$ cat src/verilog/l2_write_pkg.sv
package l2_write_pkg;

    // write path sequencing
    typedef enum logic [2:0] {
        IDLE   = 3'd0,
        DMA_AW = 3'd1,
        DMA_W  = 3'd2,
        DMA_R  = 3'd3,
        WRT_W  = 3'd4
    } wr_state_e;

    // cache write request, line data travels beside it
    typedef struct packed {
        logic [31:0] addr;
        logic [2:0]  size;
        logic [3:0]  strb;
        logic        dma;
    } l2_wreq_t;

    // write address channel payload
    typedef struct packed {
        logic [31:0] addr;
        logic [7:0]  len;
        logic [2:0]  size;
    } axi_wcmd_t;

    // write data channel payload
    typedef struct packed {
        logic [31:0] data;
        logic [3:0]  strb;
        logic        last;
    } axi_wbeat_t;

    // full line bursts are always 32-bit beats
    localparam logic [2:0] line_beat_size = 3'd2;
    localparam logic [3:0] line_beat_strb = 4'hf;

endpackage

$ cat src/verilog/l2_write_ctrl.sv
`timescale 1ns/10ps

module l2_write_ctrl
    import l2_write_pkg::*;
(
    input  logic      clk,
    input  logic      rstn,
    input  logic      req_w,
    input  l2_wreq_t  wreq,
    input  logic      buf_busy,
    input  logic      aw_ready,
    input  logic      w_ready,
    input  logic      bvalid,
    output wr_state_e state
);

    wr_state_e state_nxt;
    logic      dma_pend;

    // uncached single write waiting at the cache port
    assign dma_pend = req_w && wreq.dma;

    always_comb begin
        state_nxt = state;
        case (state)
            IDLE: begin
                if (buf_busy) begin
                    state_nxt = WRT_W;
                end else if (dma_pend) begin
                    state_nxt = DMA_AW;
                end
            end
            DMA_AW: begin
                // aw_valid is always high here
                if (aw_ready) begin
                    state_nxt = DMA_W;
                end
            end
            DMA_W: begin
                if (w_ready) begin
                    state_nxt = DMA_R;
                end
            end
            DMA_R: begin
                if (bvalid) begin
                    state_nxt = IDLE;
                end
            end
            WRT_W: begin
                // hold off dma until the burst response is done
                if (!buf_busy) begin
                    state_nxt = IDLE;
                end
            end
            default: begin
                state_nxt = IDLE;
            end
        endcase
    end

    always_ff @(posedge clk) begin
        if (!rstn) begin
            state <= IDLE;
        end else begin
            state <= state_nxt;
        end
    end

endmodule

$ cat src/verilog/l2_write_path.sv
`timescale 1ns/10ps

module l2_write_path
    import l2_write_pkg::*;
#(
    parameter int offset_width = 2
) (
    input  logic                           clk,
    input  logic                           rstn,
    // cache side
    input  logic                           req_w,
    input  l2_wreq_t                       wreq,
    input  logic [(32<<offset_width)-1:0]  line_data,
    output logic                           wr_ack,
    // axi side
    output logic                           aw_valid,
    output axi_wcmd_t                      aw_cmd,
    input  logic                           aw_ready,
    output logic                           w_valid,
    output axi_wbeat_t                     w_beat,
    input  logic                           w_ready,
    input  logic                           bvalid,
    output logic                           bready
);

    wr_state_e                      state;
    logic                           take;
    logic [31:0]                    take_addr;
    logic [(32<<offset_width)-1:0]  take_line;
    logic                           buf_accept;
    logic                           buf_busy;
    logic                           buf_aw_valid;
    axi_wcmd_t                      buf_cmd;
    logic                           buf_aw_ready;
    logic                           buf_w_valid;
    axi_wbeat_t                     buf_beat;
    logic                           buf_w_ready;
    logic                           buf_bvalid;
    logic                           buf_bready;

    l2_write_ctrl u_ctrl (
        .clk      (clk),
        .rstn     (rstn),
        .req_w    (req_w),
        .wreq     (wreq),
        .buf_busy (buf_busy),
        .aw_ready (aw_ready),
        .w_ready  (w_ready),
        .bvalid   (bvalid),
        .state    (state)
    );

    write_buffer #(
        .offset_width (offset_width)
    ) u_wrt (
        .clk          (clk),
        .rstn         (rstn),
        .take         (take),
        .take_addr    (take_addr),
        .take_line    (take_line),
        .buf_accept   (buf_accept),
        .buf_busy     (buf_busy),
        .buf_aw_valid (buf_aw_valid),
        .buf_cmd      (buf_cmd),
        .aw_ready     (buf_aw_ready),
        .buf_w_valid  (buf_w_valid),
        .buf_beat     (buf_beat),
        .w_ready      (buf_w_ready),
        .bvalid       (buf_bvalid),
        .buf_bready   (buf_bready)
    );

    write_arbiter #(
        .offset_width (offset_width)
    ) u_arb (
        .clk          (clk),
        .state        (state),
        .req_w        (req_w),
        .wreq         (wreq),
        .line_data    (line_data),
        .wr_ack       (wr_ack),
        .aw_valid     (aw_valid),
        .aw_cmd       (aw_cmd),
        .aw_ready     (aw_ready),
        .w_valid      (w_valid),
        .w_beat       (w_beat),
        .w_ready      (w_ready),
        .bvalid       (bvalid),
        .bready       (bready),
        .take         (take),
        .take_addr    (take_addr),
        .take_line    (take_line),
        .buf_accept   (buf_accept),
        .buf_busy     (buf_busy),
        .buf_aw_valid (buf_aw_valid),
        .buf_cmd      (buf_cmd),
        .buf_aw_ready (buf_aw_ready),
        .buf_w_valid  (buf_w_valid),
        .buf_beat     (buf_beat),
        .buf_w_ready  (buf_w_ready),
        .buf_bvalid   (buf_bvalid),
        .buf_bready   (buf_bready)
    );

endmodule

$ cat src/verilog/write_arbiter.sv
`timescale 1ns/10ps

module write_arbiter
    import l2_write_pkg::*;
#(
    parameter int offset_width = 2
) (
    input  logic                           clk,
    input  wr_state_e                      state,
    // cache side
    input  logic                           req_w,
    input  l2_wreq_t                       wreq,
    input  logic [(32<<offset_width)-1:0]  line_data,
    output logic                           wr_ack,
    // axi side
    output logic                           aw_valid,
    output axi_wcmd_t                      aw_cmd,
    input  logic                           aw_ready,
    output logic                           w_valid,
    output axi_wbeat_t                     w_beat,
    input  logic                           w_ready,
    input  logic                           bvalid,
    output logic                           bready,
    // buffer side
    output logic                           take,
    output logic [31:0]                    take_addr,
    output logic [(32<<offset_width)-1:0]  take_line,
    input  logic                           buf_accept,
    input  logic                           buf_busy,
    input  logic                           buf_aw_valid,
    input  axi_wcmd_t                      buf_cmd,
    output logic                           buf_aw_ready,
    input  logic                           buf_w_valid,
    input  axi_wbeat_t                     buf_beat,
    output logic                           buf_w_ready,
    output logic                           buf_bvalid,
    input  logic                           buf_bready
);

    logic [31:0] dma_addr_q;
    logic [2:0]  dma_size_q;
    logic [3:0]  dma_strb_q;
    logic [31:0] dma_data_q;

    // line payload goes straight over, only the strobe is gated
    assign take_addr = wreq.addr;
    assign take_line = line_data;

    always_comb begin
        take         = 1'b0;
        wr_ack       = 1'b0;
        aw_valid     = 1'b0;
        aw_cmd       = '0;
        w_valid      = 1'b0;
        w_beat       = '0;
        bready       = 1'b0;
        buf_aw_ready = 1'b0;
        buf_w_ready  = 1'b0;
        buf_bvalid   = 1'b0;
        case (state)
            IDLE, WRT_W: begin
                take         = req_w && !wreq.dma && !buf_busy;
                wr_ack       = buf_accept;
                aw_valid     = buf_aw_valid;
                aw_cmd       = buf_cmd;
                w_valid      = buf_w_valid;
                w_beat       = buf_beat;
                bready       = buf_bready;
                buf_aw_ready = aw_ready;
                buf_w_ready  = w_ready;
                buf_bvalid   = bvalid;
            end
            DMA_AW: begin
                // cache holds the request stable until wr_ack
                aw_valid    = 1'b1;
                aw_cmd.addr = wreq.addr;
                aw_cmd.len  = 8'd0;
                aw_cmd.size = wreq.size;
            end
            DMA_W: begin
                aw_cmd.addr = dma_addr_q;
                aw_cmd.size = dma_size_q;
                w_valid     = 1'b1;
                w_beat.data = dma_data_q;
                w_beat.strb = dma_strb_q;
                w_beat.last = 1'b1;
            end
            DMA_R: begin
                aw_cmd.addr = dma_addr_q;
                aw_cmd.size = dma_size_q;
                w_beat.data = dma_data_q;
                w_beat.strb = dma_strb_q;
                bready      = 1'b1;
                // the only ack source here, buffer stays closed
                wr_ack      = bvalid;
            end
            default: begin
                wr_ack = 1'b0;
            end
        endcase
    end

    // single word capture for the data phase
    always_ff @(posedge clk) begin
        if (state == DMA_AW) begin
            dma_addr_q <= wreq.addr;
            dma_size_q <= wreq.size;
            dma_strb_q <= wreq.strb;
            dma_data_q <= line_data[31:0];
        end
    end

endmodule

$ cat src/verilog/write_buffer.sv
`timescale 1ns/10ps

module write_buffer
    import l2_write_pkg::*;
#(
    parameter int offset_width = 2
) (
    input  logic                           clk,
    input  logic                           rstn,
    input  logic                           take,
    input  logic [31:0]                    take_addr,
    input  logic [(32<<offset_width)-1:0]  take_line,
    output logic                           buf_accept,
    output logic                           buf_busy,
    output logic                           buf_aw_valid,
    output axi_wcmd_t                      buf_cmd,
    input  logic                           aw_ready,
    output logic                           buf_w_valid,
    output axi_wbeat_t                     buf_beat,
    input  logic                           w_ready,
    input  logic                           bvalid,
    output logic                           buf_bready
);

    localparam int line_w = 32 << offset_width;
    localparam logic [7:0] burst_len = 8'((1 << offset_width) - 1);

    typedef enum logic [1:0] {
        PH_IDLE = 2'd0,
        PH_AW   = 2'd1,
        PH_W    = 2'd2,
        PH_B    = 2'd3
    } phase_e;

    phase_e                  phase;
    logic [31:0]             addr_q;
    logic [line_w-1:0]       line_q;
    logic [offset_width-1:0] beat_cnt;
    logic                    last_beat;

    assign last_beat = &beat_cnt;

    assign buf_busy   = (phase != PH_IDLE);
    assign buf_accept = take && (phase == PH_IDLE);

    assign buf_aw_valid = (phase == PH_AW);
    assign buf_w_valid  = (phase == PH_W);
    assign buf_bready   = (phase == PH_B);

    always_comb begin
        buf_cmd      = '0;
        buf_cmd.addr = addr_q;
        buf_cmd.len  = burst_len;
        buf_cmd.size = line_beat_size;
    end

    // words leave in address order, lowest word first
    always_comb begin
        buf_beat      = '0;
        buf_beat.data = line_q[32*beat_cnt +: 32];
        buf_beat.strb = line_beat_strb;
        buf_beat.last = last_beat;
    end

    always_ff @(posedge clk) begin
        if (!rstn) begin
            phase    <= PH_IDLE;
            beat_cnt <= '0;
        end else begin
            case (phase)
                PH_IDLE: begin
                    if (take) begin
                        phase    <= PH_AW;
                        beat_cnt <= '0;
                    end
                end
                PH_AW: begin
                    if (aw_ready) begin
                        phase <= PH_W;
                    end
                end
                PH_W: begin
                    if (w_ready) begin
                        if (last_beat) begin
                            phase <= PH_B;
                        end else begin
                            beat_cnt <= beat_cnt + 1'b1;
                        end
                    end
                end
                PH_B: begin
                    // empty again the cycle after the response
                    if (bvalid) begin
                        phase <= PH_IDLE;
                    end
                end
                default: begin
                    phase <= PH_IDLE;
                end
            endcase
        end
    end

    always_ff @(posedge clk) begin
        if (buf_accept) begin
            addr_q <= take_addr;
            line_q <= take_line;
        end
    end

endmodule
$ cat config.mk
export PLATFORM = sky130hd
export DESIGN_NAME = l2_write_path
export DESIGN_NICKNAME = d
export VERILOG_FILES = /design/src/verilog/l2_write_pkg.sv /design/src/verilog/l2_write_ctrl.sv /design/src/verilog/l2_write_path.sv /design/src/verilog/write_arbiter.sv /design/src/verilog/write_buffer.sv
export SDC_FILE = /design/constraint.sdc
export NUM_CORES = 1
export LEC_CHECK = 0
export BUFFER_PORTS_ARGS = -buffer_cell sky130_fd_sc_hd__buf_2
export CAP_MARGIN = 20
export CORE_AREA = 2 2 144 132
export DETAILED_ROUTE_END_ITERATION = 8
export DIE_AREA = 0 0 146 134
export PLACE_DENSITY = 0.79
export SLEW_MARGIN = 20
export SYNTH_ARGS = -nofsm -noshare
export SYNTH_HDL_FRONTEND = slang
export SYNTH_SLANG_ARGS = --single-unit
$ cat constraint.sdc
create_clock -name clk -period 22.8 [get_ports clk]
set_input_delay 3.42 -clock clk [delete_from_list [all_inputs] [get_ports clk]]
set_output_delay 3.42 -clock clk [all_outputs]
set_load 0.02 [all_outputs]
Word level (Yosys, flattened, before mapping)
Cells that the tools add are included.
W data, S select, Z words.

word-level totals
  bits in registers = 238
  input bits = 174
  logic and storage cells = 75

operators by class
  muxes and demuxes = 30
  eq/ne operators = 18
  shifts and indexed selects = 1
  add/subtract/negate cells = 1
  reduce and logical (&&, ||, !) cells = 16

operators by type and width
  operator               number
  $shiftx A128 B8 Y32    1
  $pmux W32 S3           1
  $pmux W36 S2           1
  $mux W2                9
  $mux W3                6
  $ne A2 B2 Y1 const B   9
  $pmux W3 S5            1
  $pmux W1 S2            5
  $reduce_and A5 Y1      2
  $pmux W3 S3            1
  $pmux W2 S4            1
  $eq A3 B2 Y1 const B   2
  $eq A2 B2 Y1 const B   2
  $logic_and A1 B1 Y1    4
  $mux W1                4
  $pmux W2 S2            1
  $reduce_and A4 Y1      1
  $reduce_bool A2 Y1     2
  $reduce_or A2 Y1       2
  $eq A3 B1 Y1 const B   1
  $eq A3 B3 Y1 const B   1
  $logic_not A3 Y1       1
  $ne A3 B2 Y1 const B   1
  $add A2 B1 Y2 const B  1
  other kinds (5)        6

Logic depth before layout (Yosys ltp)
Gate-level depths: netlist (run 1).

  depth after elaboration = 6
  depth in mapped cells = 7
  gate-level depth less buffers = 6

Modules after synthesis
Synthesis (run 1) repeated with hierarchy kept, for this count alone.

unflattened totals
  cell total of the unflattened synthesis = 697
  area, all modules = 11203.2 µm²

by module, submodules not included
  module         times used  area an instance (µm²)  cells an instance
  write_buffer   1           5998.3                  252
  write_arbiter  1           5061.1                  432
  l2_write_ctrl  1           143.9                   13

Worst setup path after synthesis (run 1)
Ideal clock, no wire load.

  path kind = input-to-output
  from = input port wreq[0] in the netlist's numbering
  to = output port wr_ack
  data arrival time = 15.511 ns
  path buffers = 0
  data required time = 19.380 ns
  path slack = 3.869 ns
  cell stages on the path = 2
  path through = nor3_1 -> a31o_2

between the ends
  longest elaborated chain between the ends = 6

RTL lines
  element                           RTL line             RTL
  start, declared                   l2_write_path.sv:12  input l2_wreq_t wreq,
  $logic_not A1 Y1                  write_arbiter.sv:62  take = req_w && !wreq.dma && !buf_busy;
  $logic_and A1 B1 Y1 (2 in a row)  write_arbiter.sv:62
  $mux W1                           write_arbiter.sv:60  case (state)
  $logic_and A1 B1 Y1               write_buffer.sv:44   assign buf_accept = take && (phase == PH_IDLE);
  $pmux W1 S2                       write_arbiter.sv:60
  end, declared                     l2_write_path.sv:14  output logic wr_ack,

No other way between the ends.

Worst setup path in the final report (run 1)
  from = input port wreq[0] in the netlist's numbering
  to = output port wr_ack

between the ends
  longest elaborated chain between the ends = 6

RTL lines
  element                           RTL line             RTL
  $logic_not A1 Y1                  write_arbiter.sv:62
  $logic_and A1 B1 Y1 (2 in a row)  write_arbiter.sv:62
  $mux W1                           write_arbiter.sv:60
  $logic_and A1 B1 Y1               write_buffer.sv:44
  via buf_accept                    l2_write_path.sv:30  logic buf_accept;
  $pmux W1 S2                       write_arbiter.sv:60

The timed path passes the listed nets, and every way through them passes these cells.

==> results.yml, run 1 <==
yosys:
  synthArstFlopShare_pct: 0
  synth_cell_types: 33
  yosys.area.top_type_share_pct: 74.7
  synth_edf_count: 231
  synthFlopType: "edfxtp_1"
  synth.most_common_cell: "edfxtp_1"
  yosys.area.top_type: "edfxtp_1"
  avgSynthCellArea_um2: 18.1
  yosysSeqAreaShare_pct: 76.2
  syn_inst: 512
  synth.top_cells.by_count: "edfxtp_1, nand2_1, o21ai_0"
  synth_area_um2: 9290
  synth_area_leaders: "edfxtp_1, mux4_2, a22o_1"
  yosysWarnings: 0
  ys_seq_elements: 238
sta:
  setup_viol: 0
  rsz0062_at_grt: "false"
  post-route-period-util_pct: 36.8
  report.final.hold_viol_count: 0
  setup_slack_ns: 14.40
  worst_pin_slew_ns: 1.02
  final_max_slew_viol_count: 0
  fmax_mhz: 119
  fin_tns_setup_ns: 0
  fin_crit_ns: 8.40
  slew_headroom_pct: 31.7
  clock_skew_ns: 0.0189
setup_path:
  ff2ff_setup_slack_ns: 19.75
  reg2reg_depth: 4
  r2r-start: "u_ctrl.state[0]"
  required_ns: 19.38
  cp_cell_sequence: "buf_2, nor3_2, buf_12, a31o_2, buf_2"
  critPathCaptureType: "output pin"
  start_kind: "primary input"
  slowest_delay_ns: 0.53
  worstPathMaxFanout: 161
  r2r_end: "u_arb.dma_data_q[26]"
  slowest_stage: "buf_12"
  crit_arrival_ns: 4.98
  cp_common_cell: "buf_2"
  critPathLaunch: "wreq[0]"
  critPathKind: "primary input to output pin"
route:
  vias_per_cell: 5.50
  vias: 5625
  drcViolationCount: 0
  drt-wirelength-per-cell_um: 20.0
  dr.pass1.iters: 5
  first_iter_violations: 343
  finalWirelength_mm: 20.4
  postRouteAntennaNets: 0
clocking:
  clk_pin_slew_ns: 0.06
  postCtsHoldBufs: 0
  cts_root_buf: "clkbuf_16"
  clk_path_buf_depth: 3
  cts_resized: 0
  clkSinkCount: 238
  cts_setup_buffers: 0
  cts_htree_levels: 1
  cts_tree: "built"
  worstSkewPairLatency_ns: 0.51
  cts_buffers: 24
global_route:
  overflow: 0
  grtUsageTotal_pct: 20.7
  grt_pass1_vias: 5974
  grt_first_pass_wirelength_mm: 31.6
  grt_max_degree: 162
  antenna_found_initial: 1
die:
  initial_utilization_pct: 51.3
  fp.coreArea_um2: 18100
  rows: 47
  die_x_um: 146
  die_area_um2: 19600
  pin_count: 258
  die_height_um: 134
worst_hold_path:
  hp-class: "flop to flop"
  worstHoldEndpoint: "u_wrt.phase[0]"
  hp-start: "u_wrt.phase[0]"
  holdPathStages: 2
pwr:
  power.density_nw_per_um2: 107
  p_leak_nw: 4.38
  peakVddDrop_mv: 0.0757
  finalPower_mw: 1.23
layout:
  area_delta_synth_final_pct: 24.2
  nets: 941
  antenna_cells: 0
  drive_gt1_share_pct: 43.5
place:
  hpwlAfterDp_mm: 13.4
  pre_cts_ws_ns: 14.52
  io_buffer_count: 251
  place_congestion: 0.797
flow_run:
  max_cap_violations: 0
run_status:
  status: "finished, final reports clean"
==> through the flow <==
| stage | cell area, um2 | hold WS [ns] | std cells | utilization, % |
|---|---|---|---|---|
| floorplan | 9300 | 0.471 | 517 | - |
| global placement | 10800 | 0.482 | 980 | 59.4 |
| detailed placement | 10800 | 0.532 | 980 | 59.4 |
| CTS | 11500 | 0.540 | 1022 | 63.7 |
| global route | 11500 | 0.563 | 1022 | 63.7 |
| finish | 11500 | 0.525 | 1022 | 63.7 |
==> cell usage in the layout, fill, tap and decap left out, types with 3 or more instances in the layout <==
master / n
clkbuf_1: 5
inv_1: 7
mux4_2: 32
edfxtp_1: 231
dfxtp_1: 5
buf_4: 7
ha_1: 6
nor2_1: 3
a21oi_1: 3
clkbuf_8: 3
a22o_1: 35
nor3_1: 4
conb_1: 6
nand3_1: 3
mux2i_1: 5
clkinv_1: 4
clkinv_2: 3
nand2_1: 49
buf_2: 251
clkbuf_16: 24
a22oi_1: 33
o21ai_0: 36
==> flip-flops by register name, summed over array words and instances (netlist names) <==
name and cells:
u_arb.dma_data_q 32, u_wrt.addr_q 32, u_ctrl.state 3, u_arb.dma_size_q 3, u_wrt.line_q 128, u_wrt.phase 2, u_arb.dma_addr_q 32, u_wrt.beat_cnt 2
u_arb.dma_strb_q 4
==> critical path: cells and delay by family <==
kind            cells  cell delay (ns)
buf+inv             3             0.81
compound gates      1             0.22
simple gates        1             0.25
==> cell families after synthesis <==
logic type,synth area share (%)
flip-flops,76.2
buffers and inverters,2.52
AND/OR/NAND/NOR,3.13
other,0.0404
adder cells (fa/ha/maj),0.808
AO/OA/AOI/OAI,8.70
multiplexers,8.58
==> area by class of cell <==
class	instances	area, um2
Clock buffer	32	661
Clock inverter	10	106
Fill cell	1302	6580
Inverter	9	33.8
Multi-Input combinational cell	229	2020
Sequential cell	238	7080
Tap cell	245	307
Timing Repair Buffer	259	1330
==> report_power, final <==
part	leakage [nW]	internal, mW	switching (mW)
registers	2.19	0.557	0.0184
logic	1.82	0.0935	0.183
clock network	0.376	0.225	0.151
==> how the worst max path moves through the flow <==
stage,endpoint,cells after the start
floorplan,wr_ack,2
global placement,wr_ack,5
detailed placement,wr_ack,5
CTS,wr_ack,5
global route,wr_ack,6
finish,wr_ack,5
==> routing by layer <==
metal | vias up | share of wire (%) | GRT usage [%]
met2 | 246 | 51 | 36.2
met3 | 39 | 8.1 | 5.92
met5 | - | 0.064 | 0
li1 | 2549 | - | -
met4 | 2 | 2.0 | 5.29
met1 | 2789 | 38 | 25.7
No activity file was read; power rests on OpenSTA's default activity.
==> inputs of run 2 (changes only) <==
CORE_AREA = 2 2 152 139   (was 2 2 144 132)
DIE_AREA = 0 0 154 141   (was 0 0 146 134)
PLACE_DENSITY = 0.75   (was 0.79)
clock period = 6.9 ns   (was 22.8 ns; I/O delays follow)
==> run 2 against run 1 <==
  * Combinational power grew to 3.3 times the previous value
  * Flip-flop and latch count is the same
  * Sequential share of layout area shrank 0.47 points
  * Count of clock-buffer cells in the layout shrank 3
  * Cell area grew 0.77%
  * Core utilization shrank 6.5 points
  * Worst hold slack lost 0.017 ns
  * Global-route usage shrank 2.4 points
  * First-iteration DRC count grew 9.0%
  * Final cell count grew 2.0%
==> results.yml, run 2 (synthesis gave the netlist of run 1 again) <==
route:
  drcViolationCount: 0
  drt-wirelength-per-cell_um: 19.3
  vias: 5554
  dr.pass1.iters: 5
  vias_per_cell: 5.33
  postRouteAntennaNets: 0
  finalWirelength_mm: 20.2
  first_iter_violations: 374
setup_path:
  slowest_delay_ns: 0.56
  required_ns: 5.86
  cp_cell_sequence: "or2_2, inv_2, buf_4, a22o_1, buf_2"
  critPathKind: "flop to output pin"
  worstPathMaxFanout: 45
  slowest_stage: "buf_4"
  crit_arrival_ns: 2.87
  critPathCaptureType: "output pin"
  start_kind: "flop"
sta:
  fin_crit_ns: 3.91
  worst_pin_slew_ns: 0.976
  slew_headroom_pct: 34.9
  report.final.hold_viol_count: 0
  post-route-period-util_pct: 56.6
  setup_viol: 0
  clock_skew_ns: 0.00767
  fmax_mhz: 256
  final_max_slew_viol_count: 0
  rsz0062_at_grt: "false"
  fin_tns_setup_ns: 0
pwr:
  p_leak_nw: 4.40
  peakVddDrop_mv: 0.256
  clkPwrFrac_pct: 31.7
  switchingPower_mw: 1.19
  p_seq_share_pct: 46.0
  p_int_mw: 2.93
  p_sw_share_pct: 28.9
  power.density_nw_per_um2: 355
  combPwrFrac_pct: 22.2
layout:
  final_cell_mix: "buf_2, edfxtp_1, nand2_1"
  largest-register: "u_wrt.line_q"
  final_util_pct: 57.2
  area_delta_synth_final_pct: 25.1
  drive_gt1_share_pct: 43.8
  nets: 943
  num-fill-cells: 1574
  largest_reg_flops: 128
  final_common_cell: "buf_2"
clocking:
  clk_path_buf_depth: 3
  cts_root_buf: "clkbuf_16"
  clkSinkCount: 238
  cts_htree_levels: 1
  cts_buffers: 25
  postCtsHoldBufs: 0
  cts_tree: "built"
  cts_resized: 0
  clk_pin_slew_ns: 0.06
  cts_setup_buffers: 0
  worstSkewPairLatency_ns: 0.52
place:
  hpwlAfterDp_mm: 13.1
  place_congestion: 0.820
  io_buffer_count: 251
global_route:
  grt_pass1_vias: 5653
  antenna_found_initial: 5
  grt_max_degree: 161
  grtUsageTotal_pct: 18.3
  overflow: 0
  grt_first_pass_wirelength_mm: 30.6
die:
  fp.coreArea_um2: 20300
  die_area_um2: 21700
  die_height_um: 141
  rows: 50
  die_x_um: 154
  initial_utilization_pct: 45.7
  pin_count: 258
worst_hold_path:
  hp-class: "flop to flop"
run_status:
  status: "finished, final reports clean"
flow_run:
  max_cap_violations: 0
run 2: cell count changes in the layout (fill, tap and decap cells not counted), sizes merged:
cell	previous run	this run
inv	9	10
bufinv	2	3
buf	259	260
diode	0	3
clkinv	8	7
clkinvlp	0	3
clkbuf	32	29
run 2: worst max-delay path: cells and delay by family, from the launching register on:
family | cells | cell delay (ns)
buf+inv | 3 | 1.17
compound gates | 1 | 0.28
simple gates | 1 | 0.46
flops | 1 | 0.41
run 2: area by class of cell:
type                            count  area, um2  share of cell area [%]
Sequential cell                   238       7080                    60.9
Antenna cell                        3       7.51                  0.0646
Clock inverter                     14        163                    1.40
Inverter                            9       33.8                   0.291
Tap cell                          260        325                    2.80
Multi-Input combinational cell    229       2020                    17.4
Timing Repair Buffer              260       1350                    11.6
Clock buffer                       29        641                    5.51
run 2: per-layer routing:
layer | GRT usage (%) | part of all wire, %
met2 | 29.3 | 48
met3 | 6.33 | 9.5
met4 | 5.36 | 2.5
met1 | 23.8 | 40
met5 | 0 | 0.13
run 2: per-stage QoR:
step	area (um2)	hold WS, ns	power, mW	cells	setup slack, ns
after floorplan	9320	0.471	2.53	517	0.533
after global placement	10800	0.490	2.83	995	3.51
after detailed placement	10800	0.503	2.85	996	3.49
after CTS	11600	0.512	4.16	1039	2.91
after global routing	11600	0.548	4.30	1040	2.83
final	11600	0.508	4.12	1042	2.99
run 2: power groups by stage:
stage,clock network [mW],logic (mW),registers [mW]
finish,1.31,0.915,1.90
global route,1.40,0.993,1.91
CTS,1.34,0.927,1.90
detailed placement,0,0.923,1.93
global placement,0,0.913,1.92
floorplan,0,0.607,1.93
run 2: final timing paths:
path                                       from               end  slack, ns  cells past startpoint
worst min register to register   u_wrt.phase[1]    u_wrt.phase[1]       0.51                      2
worst min-delay path             u_wrt.phase[1]    u_wrt.phase[1]       0.51                      2
worst max register to register   u_wrt.phase[0]  u_wrt.line_q[54]       4.61                      5
worst max-delay path            u_ctrl.state[0]        w_beat[25]       2.99                      5
==> inputs of run 3 (changes only) <==
ABC_AREA = 1   (was not set)
CORE_AREA = 2 2 153 140   (was 2 2 152 139)
DIE_AREA = 0 0 155 142   (was 0 0 154 141)
clock period = 3.48 ns   (was 6.9 ns; I/O delays follow)
==> run 3 against run 2 <==
  * Synthesized cell count increased by 39%
  * Routed wire length grew 11%
  * Register-to-register slack got worse by 3.3 ns
  * First-iteration DRC count grew 7.5%
  * Clock power increased by 87%
  * Worst setup slack worse by 2.4 ns
  * Combinational power rose to 3.6 times the previous value
  * Non-clock buffer count increased by 7
  * Critical endpoint is now w_beat[15]
  * Cell area increased by 1.1%
  * Worst hold slack got worse by 0.33 ns
  * Count of clock-buffer cells in the layout is 5 higher
  * Highest routed layer is now met4
==> results.yml, run 3 <==
run_status:
  status: "finished, final reports clean"
sta:
  post-route-period-util_pct: 83.4
  clock_skew_ns: 0.0136
  fmax_mhz: 344
  report.final.hold_viol_count: 0
  worst_pin_slew_ns: 0.811
  setup_viol: 0
  rsz0062_at_grt: "false"
  fin_tns_setup_ns: 0
  fin_crit_ns: 2.90
  final_max_slew_viol_count: 0
  slew_headroom_pct: 45.9
die:
  die_area_um2: 22000
  fp.coreArea_um2: 20500
  initial_utilization_pct: 46.2
  die_height_um: 142
  pin_count: 258
  die_x_um: 155
  rows: 50
clocking:
  cts_tree: "built"
  worstSkewPairLatency_ns: 0.51
  postCtsHoldBufs: 0
  clk_path_buf_depth: 3
  cts_setup_buffers: 0
  cts_buffers: 24
  cts_root_buf: "clkbuf_16"
  cts_resized: 0
  cts_htree_levels: 1
  clkSinkCount: 238
  clk_pin_slew_ns: 0.06
global_route:
  grt_max_degree: 72
  top_usage_layer: "met2"
  grtUsageMet3_pct: 4.63
  antenna_found_initial: 1
  grt_util_met2_pct: 32.6
  grt_first_pass_wirelength_mm: 33.4
  grt_pass1_vias: 6429
  overflow: 0
  grt_use_met1_pct: 24.8
  grtUsageTotal_pct: 19.3
yosys:
  syn_inst: 712
  synth.top_cells.by_count: "edfxtp_1, nand2_1, nand3_1"
  synth_cell_types: 23
  avgSynthCellArea_um2: 13.3
  synth_area_leaders: "edfxtp_1, nand2_1, a22o_1"
  synth_edf_count: 231
  synthArstFlopShare_pct: 0
  synth_area_um2: 9440
  yosysWarnings: 0
  synth.most_common_cell: "edfxtp_1"
  yosys.area.top_type_share_pct: 73.5
  synthFlopType: "edfxtp_1"
  yosys.area.top_type: "edfxtp_1"
  ys_seq_elements: 238
  yosysSeqAreaShare_pct: 75.0
route:
  finalWirelength_mm: 22.3
  drcViolationCount: 0
  postRouteAntennaNets: 0
  vias: 6627
  vias_per_cell: 5.33
  dr.pass1.iters: 5
  drt-wirelength-per-cell_um: 17.9
  first_iter_violations: 402
layout:
  num-fill-cells: 1674
  drive_gt1_share_pct: 31.6
  regArea_um2: 7080
  final_cell_mix: "buf_2, edfxtp_1, nand2_1"
  nets: 1144
  largest_reg_flops: 128
  largest-register: "u_wrt.line_q"
  area_delta_synth_final_pct: 24.4
  multi_input_area_um2: 2060
  final_common_cell: "buf_2"
flow_run:
  max_cap_violations: 0
place:
  io_buffer_count: 251
  place_congestion: 0.863
  hpwlAfterDp_mm: 14.4
setup_path:
  slowest_delay_ns: 0.42
  slowest_stage: "inv_2"
  critPathKind: "flop to output pin"
  cp_cell_sequence: "nor2_4, inv_2, a31oi_1, a22o_1, buf_2"
  critical-path-top-delay-family: "buffers and inverters"
  worstPathMaxFanout: 39
  ff2ff_setup_slack_ns: 1.32
  worst-path-buf-inv: 2
  crit_arrival_ns: 2.38
  critPathCaptureType: "output pin"
  required_ns: 2.96
  start_kind: "flop"
pwr:
  finalPower_mw: 9.71
  p_leak_nw: 4.84
  peakVddDrop_mv: 0.641
  power.density_nw_per_um2: 827
worst_hold_path:
  hp-class: "primary input to flop"
-- run 3: final timing paths --
check / start / end / depth (start not counted)
worst max-delay path: u_ctrl.state[0] / w_beat[15] / 5
worst min-delay path: wreq[1] / u_arb.dma_strb_q[0] / 1
worst max register to register: u_ctrl.state[1] / u_arb.dma_data_q[15] / 4
worst min register to register: u_wrt.phase[0] / u_wrt.phase[0] / 2
-- run 3: cells by family (layout without fill, tap and decap cells) --
group	after synthesis	in the layout	share of synthesized area, %
buf+inv	69	334	3.58
other cells	1	7	0.0397
fa+ha+maj	6	6	0.795
compound gates	112	112	8.59
flops	238	238	75.0
simple gates	286	286	12.0
-- run 3: area by class of cell --
type / instances / area share (%)
antenna: 1 / 0.0213
inverter: 23 / 0.788
tap: 260 / 2.77
timing repair buffer: 267 / 12.3
clock buffer: 34 / 5.43
clock inverter: 10 / 0.906
sequential: 238 / 60.3
multi-input combinational: 410 / 17.5
-- run 3: report_power, final --
part,leakage (nW),internal (mW),switching [mW]
logic,2.30,1.08,2.24
clock network,0.361,1.43,1.02
registers,2.18,3.78,0.166
-- run 3: stage by stage --
step	hold WS, ns	instance area [um2]	setup WS (ns)	instances	utilization, %
detailed placement	0.502	11000	1.09	1198	53.8
CTS	0.159	11700	0.522	1242	57.4
global placement	0.498	11000	1.16	1198	53.8
floorplan	0.476	9470	0.0126	717	-
global route	0.157	11700	0.363	1242	57.4
finish	0.176	11700	0.576	1243	57.4
-- run 3: layer usage --
metal | part of all wire, % | vias to the layer above
met2 | 49 | 335
met4 | 2.7 | 0
met5 | 0 | -
li1 | - | 3093
met3 | 8.4 | 43
met1 | 40 | 3156
